**config.mk**
```make
export PLATFORM = sky130hd
export DESIGN_NAME = rvfi_trace_top
export DESIGN_NICKNAME = d
export VERILOG_FILES = /design/src/hdl/rvfi_trace_pkg.sv /design/src/hdl/retire_delta_timer.sv /design/src/hdl/retire_queue.sv /design/src/hdl/rvfi_trace_top.sv /design/src/hdl/trace_record_fsm.sv /design/src/hdl/trace_word_fifo.sv
export VERILOG_INCLUDE_DIRS = /design/src /design/src/include
export SDC_FILE = /design/constraint.sdc
export NUM_CORES = 1
export LEC_CHECK = 0
export ABC_AREA = 1
export BUFFER_PORTS_ARGS = -buffer_cell sky130_fd_sc_hd__buf_4
export CAP_MARGIN = 10
export CORE_MARGIN = 3
export CORE_UTILIZATION = 35
export DETAILED_ROUTE_END_ITERATION = 6
export HOLD_SLACK_MARGIN = 0.03
export PLACE_DENSITY = 0.61
export SYNTH_ARGS = -nofsm -noshare
export SYNTH_HDL_FRONTEND = slang
export SYNTH_SLANG_ARGS = --single-unit
```
**constraint.sdc**
```tcl
create_clock -name clk -period 8.9 [get_ports clk]
set_clock_uncertainty 0.05 [all_clocks]
set_input_delay 1.78 -clock clk [delete_from_list [all_inputs] [get_ports clk]]
set_output_delay 1.78 -clock clk [all_outputs]
set_load 0.05 [all_outputs]
```
**src/include/rvfi_trace_macros.svh**
```systemverilog
`ifndef RVFI_TRACE_MACROS_SVH
`define RVFI_TRACE_MACROS_SVH

//////////////////////////////
// Trace unit sizes
//////////////////////////////

// Retirements held between the core and the record emitter
`define RVFI_TRACE_RETQ_DEPTH 4

// Trace words waiting for the host
`define RVFI_TRACE_FIFO_DEPTH 16

// Cycle delta carried in each header
// Header fields around it take the other 10 bits
`define RVFI_TRACE_DELTA_W 22

`endif
```
**src/hdl/rvfi_trace_pkg.sv**
```systemverilog
`include "rvfi_trace_macros.svh"

package rvfi_trace_pkg;

  //////////////////////////////
  // Trace word encoding
  //////////////////////////////

  // Kind code in the top bits of a header
  typedef enum logic [1:0] {
    KIND_HDR = 2'd0,
    KIND_PC  = 2'd1,
    KIND_RD  = 2'd2,
    KIND_MEM = 2'd3
  } trace_kind_e;

  // First word of every record
  typedef struct packed {
    trace_kind_e                   kind;
    logic                          has_rd;
    logic                          has_mem;
    logic                          mem_write;
    logic [4:0]                    rd_addr;
    logic [`RVFI_TRACE_DELTA_W-1:0] delta;
  } trace_hdr_t;

  // Header view or raw payload view of the same word
  typedef union packed {
    trace_hdr_t  hdr;
    logic [31:0] raw;
  } trace_word_u;

  // One retirement as kept in the queue
  // Masks are already reduced to flags
  typedef struct packed {
    logic [31:0]                    pc;
    logic [4:0]                     rd_addr;
    logic [31:0]                    rd_wdata;
    logic [31:0]                    mem_addr;
    logic                           mem_read;
    logic                           mem_write;
    logic [`RVFI_TRACE_DELTA_W-1:0] delta;
  } retire_t;

endpackage

```
**src/hdl/retire_delta_timer.sv**
```systemverilog
`include "rvfi_trace_macros.svh"

module retire_delta_timer (
  input  logic                           clk,
  input  logic                           rst_n,
  input  logic                           accept,
  output logic [`RVFI_TRACE_DELTA_W-1:0] delta
);

  logic [`RVFI_TRACE_DELTA_W-1:0] cnt_q;

  // Edges since the previous accept, counting the coming edge
  // First edge after reset release counts as one
  always_ff @(posedge clk or negedge rst_n) begin
    if (!rst_n) begin
      cnt_q <= `RVFI_TRACE_DELTA_W'(1);
    end else if (accept) begin
      // Restart so that back-to-back strobes give one
      cnt_q <= `RVFI_TRACE_DELTA_W'(1);
    end else if (cnt_q != '1) begin
      // Hold at all ones on long gaps
      cnt_q <= cnt_q + 1'b1;
    end
  end

  // Sampled by the queue at the accepting edge
  assign delta = cnt_q;

endmodule

```
**src/hdl/retire_queue.sv**
```systemverilog
`include "rvfi_trace_macros.svh"

module retire_queue (
  input  logic                           clk,
  input  logic                           rst_n,
  input  logic                           trace_enable,
  input  logic                           rvfi_valid,
  input  logic [31:0]                    rvfi_pc_rdata,
  input  logic [4:0]                     rvfi_rd_addr,
  input  logic [31:0]                    rvfi_rd_wdata,
  input  logic [31:0]                    rvfi_mem_addr,
  input  logic [3:0]                     rvfi_mem_rmask,
  input  logic [3:0]                     rvfi_mem_wmask,
  input  logic [`RVFI_TRACE_DELTA_W-1:0] delta,
  input  logic                           ret_pop,
  output logic                           ret_valid,
  output rvfi_trace_pkg::retire_t        ret_entry,
  output logic                           accept,
  output logic                           overflow
);

  import rvfi_trace_pkg::*;

  localparam int DEPTH = `RVFI_TRACE_RETQ_DEPTH;
  localparam int PTR_W = $clog2(DEPTH);
  localparam int CNT_W = $clog2(DEPTH + 1);

  retire_t            mem_q [DEPTH];
  retire_t            wr_entry;
  logic [PTR_W-1:0]   wr_ptr_q;
  logic [PTR_W-1:0]   rd_ptr_q;
  logic [CNT_W-1:0]   count_q;
  logic               full;
  logic               pop;

  //////////////////////////////
  // Capture side
  //////////////////////////////

  assign full = (count_q == CNT_W'(DEPTH));

  // Strobe is taken only while tracing and with room left
  assign accept = rvfi_valid & trace_enable & ~full;

  // Pop of an empty queue is ignored
  assign pop = ret_pop & ret_valid;

  // Reduce byte masks to direction flags on the way in
  always_comb begin
    wr_entry.pc        = rvfi_pc_rdata;
    wr_entry.rd_addr   = rvfi_rd_addr;
    wr_entry.rd_wdata  = rvfi_rd_wdata;
    wr_entry.mem_addr  = rvfi_mem_addr;
    wr_entry.mem_read  = |rvfi_mem_rmask;
    wr_entry.mem_write = |rvfi_mem_wmask;
    wr_entry.delta     = delta;
  end

  // Entry storage
  always_ff @(posedge clk) begin
    if (accept) begin
      mem_q[wr_ptr_q] <= wr_entry;
    end
  end

  //////////////////////////////
  // Pointers and occupancy
  //////////////////////////////

  always_ff @(posedge clk or negedge rst_n) begin
    if (!rst_n) begin
      wr_ptr_q <= '0;
      rd_ptr_q <= '0;
      count_q  <= '0;
    end else begin
      if (accept) begin
        wr_ptr_q <= wr_ptr_q + 1'b1;
      end
      if (pop) begin
        rd_ptr_q <= rd_ptr_q + 1'b1;
      end
      // Simultaneous accept and pop leave the count as is
      if (accept && !pop) begin
        count_q <= count_q + 1'b1;
      end else if (pop && !accept) begin
        count_q <= count_q - 1'b1;
      end
    end
  end

  // Sticky drop flag held until reset
  always_ff @(posedge clk or negedge rst_n) begin
    if (!rst_n) begin
      overflow <= 1'b0;
    end else if (rvfi_valid && trace_enable && full) begin
      overflow <= 1'b1;
    end
  end

  // Head of queue
  assign ret_valid = (count_q != '0);
  assign ret_entry = mem_q[rd_ptr_q];

endmodule

```
**src/hdl/rvfi_trace_top.sv**
```systemverilog
`include "rvfi_trace_macros.svh"

module rvfi_trace_top (
  input  logic                        clk,
  input  logic                        rst_n,
  input  logic                        trace_enable,
  input  logic                        trace_rd,
  input  logic                        rvfi_valid,
  input  logic [31:0]                 rvfi_pc_rdata,
  input  logic [4:0]                  rvfi_rd_addr,
  input  logic [31:0]                 rvfi_rd_wdata,
  input  logic [31:0]                 rvfi_mem_addr,
  input  logic [3:0]                  rvfi_mem_rmask,
  input  logic [3:0]                  rvfi_mem_wmask,
  output rvfi_trace_pkg::trace_word_u trace_data,
  output logic                        trace_empty,
  output logic                        trace_overflow
);

  import rvfi_trace_pkg::*;

  // Queue to emitter
  logic                           ret_valid;
  retire_t                        ret_entry;
  logic                           ret_pop;
  // Queue and timer
  logic                           accept;
  logic [`RVFI_TRACE_DELTA_W-1:0] delta;
  // Emitter to buffer
  logic                           fifo_push;
  trace_word_u                    fifo_word;
  logic                           fifo_full;

  //////////////////////////////
  // Capture
  //////////////////////////////

  retire_queue i_retire_queue (
    .clk            (clk),
    .rst_n          (rst_n),
    .trace_enable   (trace_enable),
    .rvfi_valid     (rvfi_valid),
    .rvfi_pc_rdata  (rvfi_pc_rdata),
    .rvfi_rd_addr   (rvfi_rd_addr),
    .rvfi_rd_wdata  (rvfi_rd_wdata),
    .rvfi_mem_addr  (rvfi_mem_addr),
    .rvfi_mem_rmask (rvfi_mem_rmask),
    .rvfi_mem_wmask (rvfi_mem_wmask),
    .delta          (delta),
    .ret_pop        (ret_pop),
    .ret_valid      (ret_valid),
    .ret_entry      (ret_entry),
    .accept         (accept),
    .overflow       (trace_overflow)
  );

  retire_delta_timer i_retire_delta_timer (
    .clk    (clk),
    .rst_n  (rst_n),
    .accept (accept),
    .delta  (delta)
  );

  //////////////////////////////
  // Emit and buffer
  //////////////////////////////

  trace_record_fsm i_trace_record_fsm (
    .clk       (clk),
    .rst_n     (rst_n),
    .ret_valid (ret_valid),
    .ret_entry (ret_entry),
    .fifo_full (fifo_full),
    .ret_pop   (ret_pop),
    .fifo_push (fifo_push),
    .fifo_word (fifo_word)
  );

  trace_word_fifo i_trace_word_fifo (
    .clk         (clk),
    .rst_n       (rst_n),
    .fifo_push   (fifo_push),
    .fifo_word   (fifo_word),
    .trace_rd    (trace_rd),
    .trace_data  (trace_data),
    .trace_empty (trace_empty),
    .fifo_full   (fifo_full)
  );

endmodule

```
**src/hdl/trace_record_fsm.sv**
```systemverilog
module trace_record_fsm (
  input  logic                        clk,
  input  logic                        rst_n,
  input  logic                        ret_valid,
  input  rvfi_trace_pkg::retire_t     ret_entry,
  input  logic                        fifo_full,
  output logic                        ret_pop,
  output logic                        fifo_push,
  output rvfi_trace_pkg::trace_word_u fifo_word
);

  import rvfi_trace_pkg::*;

  // State is a busy flag plus the kind of word due next
  // Idle when busy is low
  logic        busy_q;
  logic        busy_d;
  trace_kind_e kind_q;
  trace_kind_e kind_d;
  logic        has_rd;
  logic        has_mem;
  logic        last_word;

  //////////////////////////////
  // Record shape
  //////////////////////////////

  // x0 writes carry no data word
  assign has_rd  = (ret_entry.rd_addr != 5'd0);
  assign has_mem = ret_entry.mem_read | ret_entry.mem_write;

  // Word due now closes the record
  always_comb begin
    case (kind_q)
      KIND_PC:  last_word = ~has_rd & ~has_mem;
      KIND_RD:  last_word = ~has_mem;
      KIND_MEM: last_word = 1'b1;
      default:  last_word = 1'b0;
    endcase
  end

  // One word per cycle unless the buffer is full
  assign fifo_push = busy_q & ret_valid & ~fifo_full;

  // Entry leaves with its final word
  // Next head is seen a cycle later
  assign ret_pop = fifo_push & last_word;

  //////////////////////////////
  // Next state
  //////////////////////////////

  always_comb begin
    busy_d = busy_q;
    kind_d = kind_q;
    if (!busy_q) begin
      if (ret_valid) begin
        busy_d = 1'b1;
        kind_d = KIND_HDR;
      end
    end else if (!ret_valid) begin
      // Header due but queue ran dry after the last pop
      busy_d = 1'b0;
      kind_d = KIND_HDR;
    end else if (fifo_push) begin
      if (last_word) begin
        // Straight into the next header
        kind_d = KIND_HDR;
      end else begin
        case (kind_q)
          KIND_HDR: kind_d = KIND_PC;
          KIND_PC:  kind_d = has_rd ? KIND_RD : KIND_MEM;
          KIND_RD:  kind_d = KIND_MEM;
          default:  kind_d = KIND_HDR;
        endcase
      end
    end
  end

  always_ff @(posedge clk or negedge rst_n) begin
    if (!rst_n) begin
      busy_q <= 1'b0;
      kind_q <= KIND_HDR;
    end else begin
      busy_q <= busy_d;
      kind_q <= kind_d;
    end
  end

  //////////////////////////////
  // Word build
  //////////////////////////////

  always_comb begin
    fifo_word = '0;
    case (kind_q)
      KIND_HDR: begin
        // Header view
        fifo_word.hdr.kind      = KIND_HDR;
        fifo_word.hdr.has_rd    = has_rd;
        fifo_word.hdr.has_mem   = has_mem;
        fifo_word.hdr.mem_write = ret_entry.mem_write;
        fifo_word.hdr.rd_addr   = ret_entry.rd_addr;
        fifo_word.hdr.delta     = ret_entry.delta;
      end
      // Raw payload views
      KIND_PC:  fifo_word.raw = ret_entry.pc;
      KIND_RD:  fifo_word.raw = ret_entry.rd_wdata;
      default:  fifo_word.raw = ret_entry.mem_addr;
    endcase
  end

endmodule

```
**src/hdl/trace_word_fifo.sv**
```systemverilog
`include "rvfi_trace_macros.svh"

module trace_word_fifo (
  input  logic                        clk,
  input  logic                        rst_n,
  input  logic                        fifo_push,
  input  rvfi_trace_pkg::trace_word_u fifo_word,
  input  logic                        trace_rd,
  output rvfi_trace_pkg::trace_word_u trace_data,
  output logic                        trace_empty,
  output logic                        fifo_full
);

  import rvfi_trace_pkg::*;

  localparam int DEPTH = `RVFI_TRACE_FIFO_DEPTH;
  localparam int PTR_W = $clog2(DEPTH);
  localparam int CNT_W = $clog2(DEPTH + 1);

  trace_word_u      mem_q [DEPTH];
  logic [PTR_W-1:0] wr_ptr_q;
  logic [PTR_W-1:0] rd_ptr_q;
  logic [CNT_W-1:0] count_q;
  logic             push;
  logic             pop;

  // Level flags
  assign trace_empty = (count_q == '0);
  assign fifo_full   = (count_q == CNT_W'(DEPTH));

  // Pop on empty is dropped, push on full likewise
  assign push = fifo_push & ~fifo_full;
  assign pop  = trace_rd & ~trace_empty;

  always_ff @(posedge clk) begin
    if (push) begin
      mem_q[wr_ptr_q] <= fifo_word;
    end
  end

  always_ff @(posedge clk or negedge rst_n) begin
    if (!rst_n) begin
      wr_ptr_q <= '0;
      rd_ptr_q <= '0;
      count_q  <= '0;
    end else begin
      if (push) begin
        wr_ptr_q <= wr_ptr_q + 1'b1;
      end
      if (pop) begin
        rd_ptr_q <= rd_ptr_q + 1'b1;
      end
      if (push && !pop) begin
        count_q <= count_q + 1'b1;
      end else if (pop && !push) begin
        count_q <= count_q - 1'b1;
      end
    end
  end

  // Show-ahead head word
  assign trace_data = mem_q[rd_ptr_q];

endmodule

```
==> results.cfg <==
[cells_and_area]
layout.nets = 3333
drive_above_1_share_pct = 12.2
syn_to_final_growth_pct = 15.0
final_cell_area_sq_um = 48300

[outcome]
outcome = completed

[synthesis]
synth_area_leader_cell = edfxtp_1
synth_cell_types = 43
yosysSeqAreaShare_pct = 75.1
syn-num-nets = 3210
synthTopCellsByArea = edfxtp_1, o21ai_0, nor2_1
ys_ff_latch = 1058
synth_area_sq_um = 42000
synth_top_area_share_pct = 72.4
avgSynthCellArea_sq_um = 13.7
synthCells = 3074
yosys_warnings = 0

[timing]
finalHoldViolCount = 0
period_minus_slack_ns = 5.80
slew_viol_final = 0
tightest_slew_ns = 1.21
slew-limit-headroom_pct = 19.2
fin_crit_sh_pct = 65.2
max_freq_ghz = 0.172
setup_violations = 0
rsz0062_at_grt = no
tns_ns = 0
holdWs_ns = 0.438

[clocking]
cts-hold-fix-buffers = 0
clockRootBuffer = clkbuf_16
cts-buffers-inserted = 105
path_clk_slew_ns = 0.06
cts_sinks = 1058
htree_levels = 3
ctsResizeCount = 0
post_cts_buffers = 0
cts_buffer_depth = 3
cts_tree = yes
clk_latency_ns = 0.68

[detailed_routing]
drt_iter0_markers = 2655
drt.antenna.violating_nets = 0
avgViaCountPerCell = 5.19
dr.pass1.iters = 5
wl_microns = 106000
vias = 25366
detail_route.wl_per_cell_microns = 21.7
drc = 0

[placement]
place_hpwl_microns = 57900
io_buffer_count = 147
gp_congestion = 0.812
dpl-instance-area_sq_um = 45000

[hold_path]
hold_path_depth = 1
hold_class = register to register

[critical_path]
worstPathArrival_ns = 3.97
worst-setup-path-type = register to output pin
critPathMaxFanout = 73
critPathRequiredTime_ns = 7.07
critPathCaptureType = output pin
worstSetupStartpointType = register
reg2reg_depth = 5

[floorplan]
chipWidth_microns = 352
rows = 126
core_area_sq_um = 119000
dieArea_sq_um = 124000
initial_core_util_pct = 35.4
io_pins = 148
die_h_microns = 352

[power_and_ir_drop]
switching_power_mw = 6.98
pwr-share-clk_pct = 23.1
vdd_drop_max_v = 0.000307
power_per_cell_area_nw_per_um2 = 378
p_sw_share_pct = 38.3
p_leak_nw = 16.1
power.internal_mw = 11.3
p_comb_share_pct = 35.6
seq_power_share_pct = 41.3

[grt]
grt_max_degree = 187
grt_overflow = 0
grt_pass1_vias = 23862
grt_pass1_wl_microns = 157000
track_usage_pct = 16.6
antenna_found_initial = 20

[job]
max_cap_viol_count = 0
per-stage QoR:
step | setup slack [ns] | utilization, % | total power [mW] | cells
2_1_floorplan | 0.568 | - | 11.7 | 3074
3_3_place_gp | 3.38 | 37.9 | 14.1 | 4688
3_5_place_dp | 3.33 | 37.9 | 14.1 | 4688
4_1_cts | 3.04 | 40.7 | 18.3 | 4881
5_1_grt | 2.84 | 40.7 | 19.2 | 4883
6_report | 3.10 | 40.7 | 18.3 | 4889
cell usage after synthesis (all sizes together):
master and count:
nand3 145, a41oi 1, o211ai 74, xor2 14, o22ai 129, mux2 2
nand2 270, nor3 19, dfstp 1, mux2i 91, o21bai 2, or2 3
o221ai 54, buf 87, xnor2 5, ha 20, edfxtp 1012, a21oi 40
inv 52, o21ai 372, nor2 469, o31ai 3, nor3b 1, a21o 2
clkbuf 113, clkinv 3, nand4 9, fa 2, or4 2, dfrtp 45
and3 1, a31oi 31
kinds of logic after synthesis:
group | after synthesis | synth area share (%)
simple gates | 919 | 8.87
buf+inv | 255 | 2.80
fa+ha+maj | 22 | 0.691
mux | 93 | 2.22
compound gates | 708 | 9.92
xor+xnor | 19 | 0.396
flops | 1058 | 75.1
metal layers:
layer  share of wire (%)  routed length, microns  GRT usage [%]  vias to the layer above
met3                 9.2                    9780           4.43                      179
met4                 2.4                    2550           4.53                       26
met5                0.17                     179              0                        -
met2                  45                   48000           25.5                      882
met1                  43                   45700           23.2                    12535
li1                    -                       -              -                    11744
worst max-delay path, cell delays in order, from the launching register on:
cell and delay (ns):
dfrtp_4 0.78, inv_4 0.66, buf_4 0.74, nor2_1 0.08, nor2_1 0.10, o21ai_0 0.10, o211ai_1 0.13, o211ai_1 0.11
nand2_1 0.26, buf_4 0.26
cell type report:
cell class,instances,area [sq um]
Timing Repair Buffer,216,1730
Multi-Input combinational cell,1761,9490
Antenna cell,6,15.0
Clock buffer,136,2780
Clock inverter,57,492
Inverter,55,216
Tap cell,1600,2000
Sequential cell,1058,31600
Fill cell,10877,70300
state kept, by name (all words and copies together) (netlist names), 3 cells and up:
register and cells:
i_retire_queue.mem_q 500, i_trace_word_fifo.count_q 5, i_trace_word_fifo.wr_ptr_q 4, i_trace_word_fifo.rd_ptr_q 4, i_retire_queue.count_q 3, i_trace_word_fifo.mem_q 512, i_retire_delta_timer.delta 22
power by group through the flow:
stage | Sequential [mW] | Clock, mW | Combinational, mW
floorplan | 7.51 | 0 | 4.14
global placement | 7.63 | 0 | 6.43
detailed placement | 7.65 | 0 | 6.48
CTS | 7.55 | 4.30 | 6.50
global route | 7.62 | 4.50 | 7.07
finish | 7.54 | 4.22 | 6.49
final timing paths:
| path | from | endpoint | slack [ns] |
|---|---|---|---|
| worst max register to register | i_retire_queue.count_q[0] | i_retire_queue.mem_q[1][0] | 4.83 |
| max in group asynchronous | rst_n | i_trace_word_fifo.rd_ptr_q[0] | 7.20 |
| worst min-delay path | i_retire_queue.overflow | i_retire_queue.overflow | 0.44 |
| min in group asynchronous | rst_n | i_retire_queue.overflow | 1.08 |
| worst min register to register | i_retire_queue.overflow | i_retire_queue.overflow | 0.44 |
| worst max-delay path | i_trace_word_fifo.rd_ptr_q[0] | trace_data[27] | 3.10 |
cell usage in the layout, fill, tap and decap left out, types with 34 or more instances in the layout:
master,n
edfxtp_1,1012
nor2_1,447
o21ai_0,362
nand2_1,269
buf_4,207
nand3_1,143
o22ai_1,129
clkbuf_16,106
mux2i_1,91
o211ai_1,74
o221ai_1,54
inv_1,49
dfrtp_1,40
a21oi_1,38
clkinv_1,34
(Power assumes the default switching activity.)
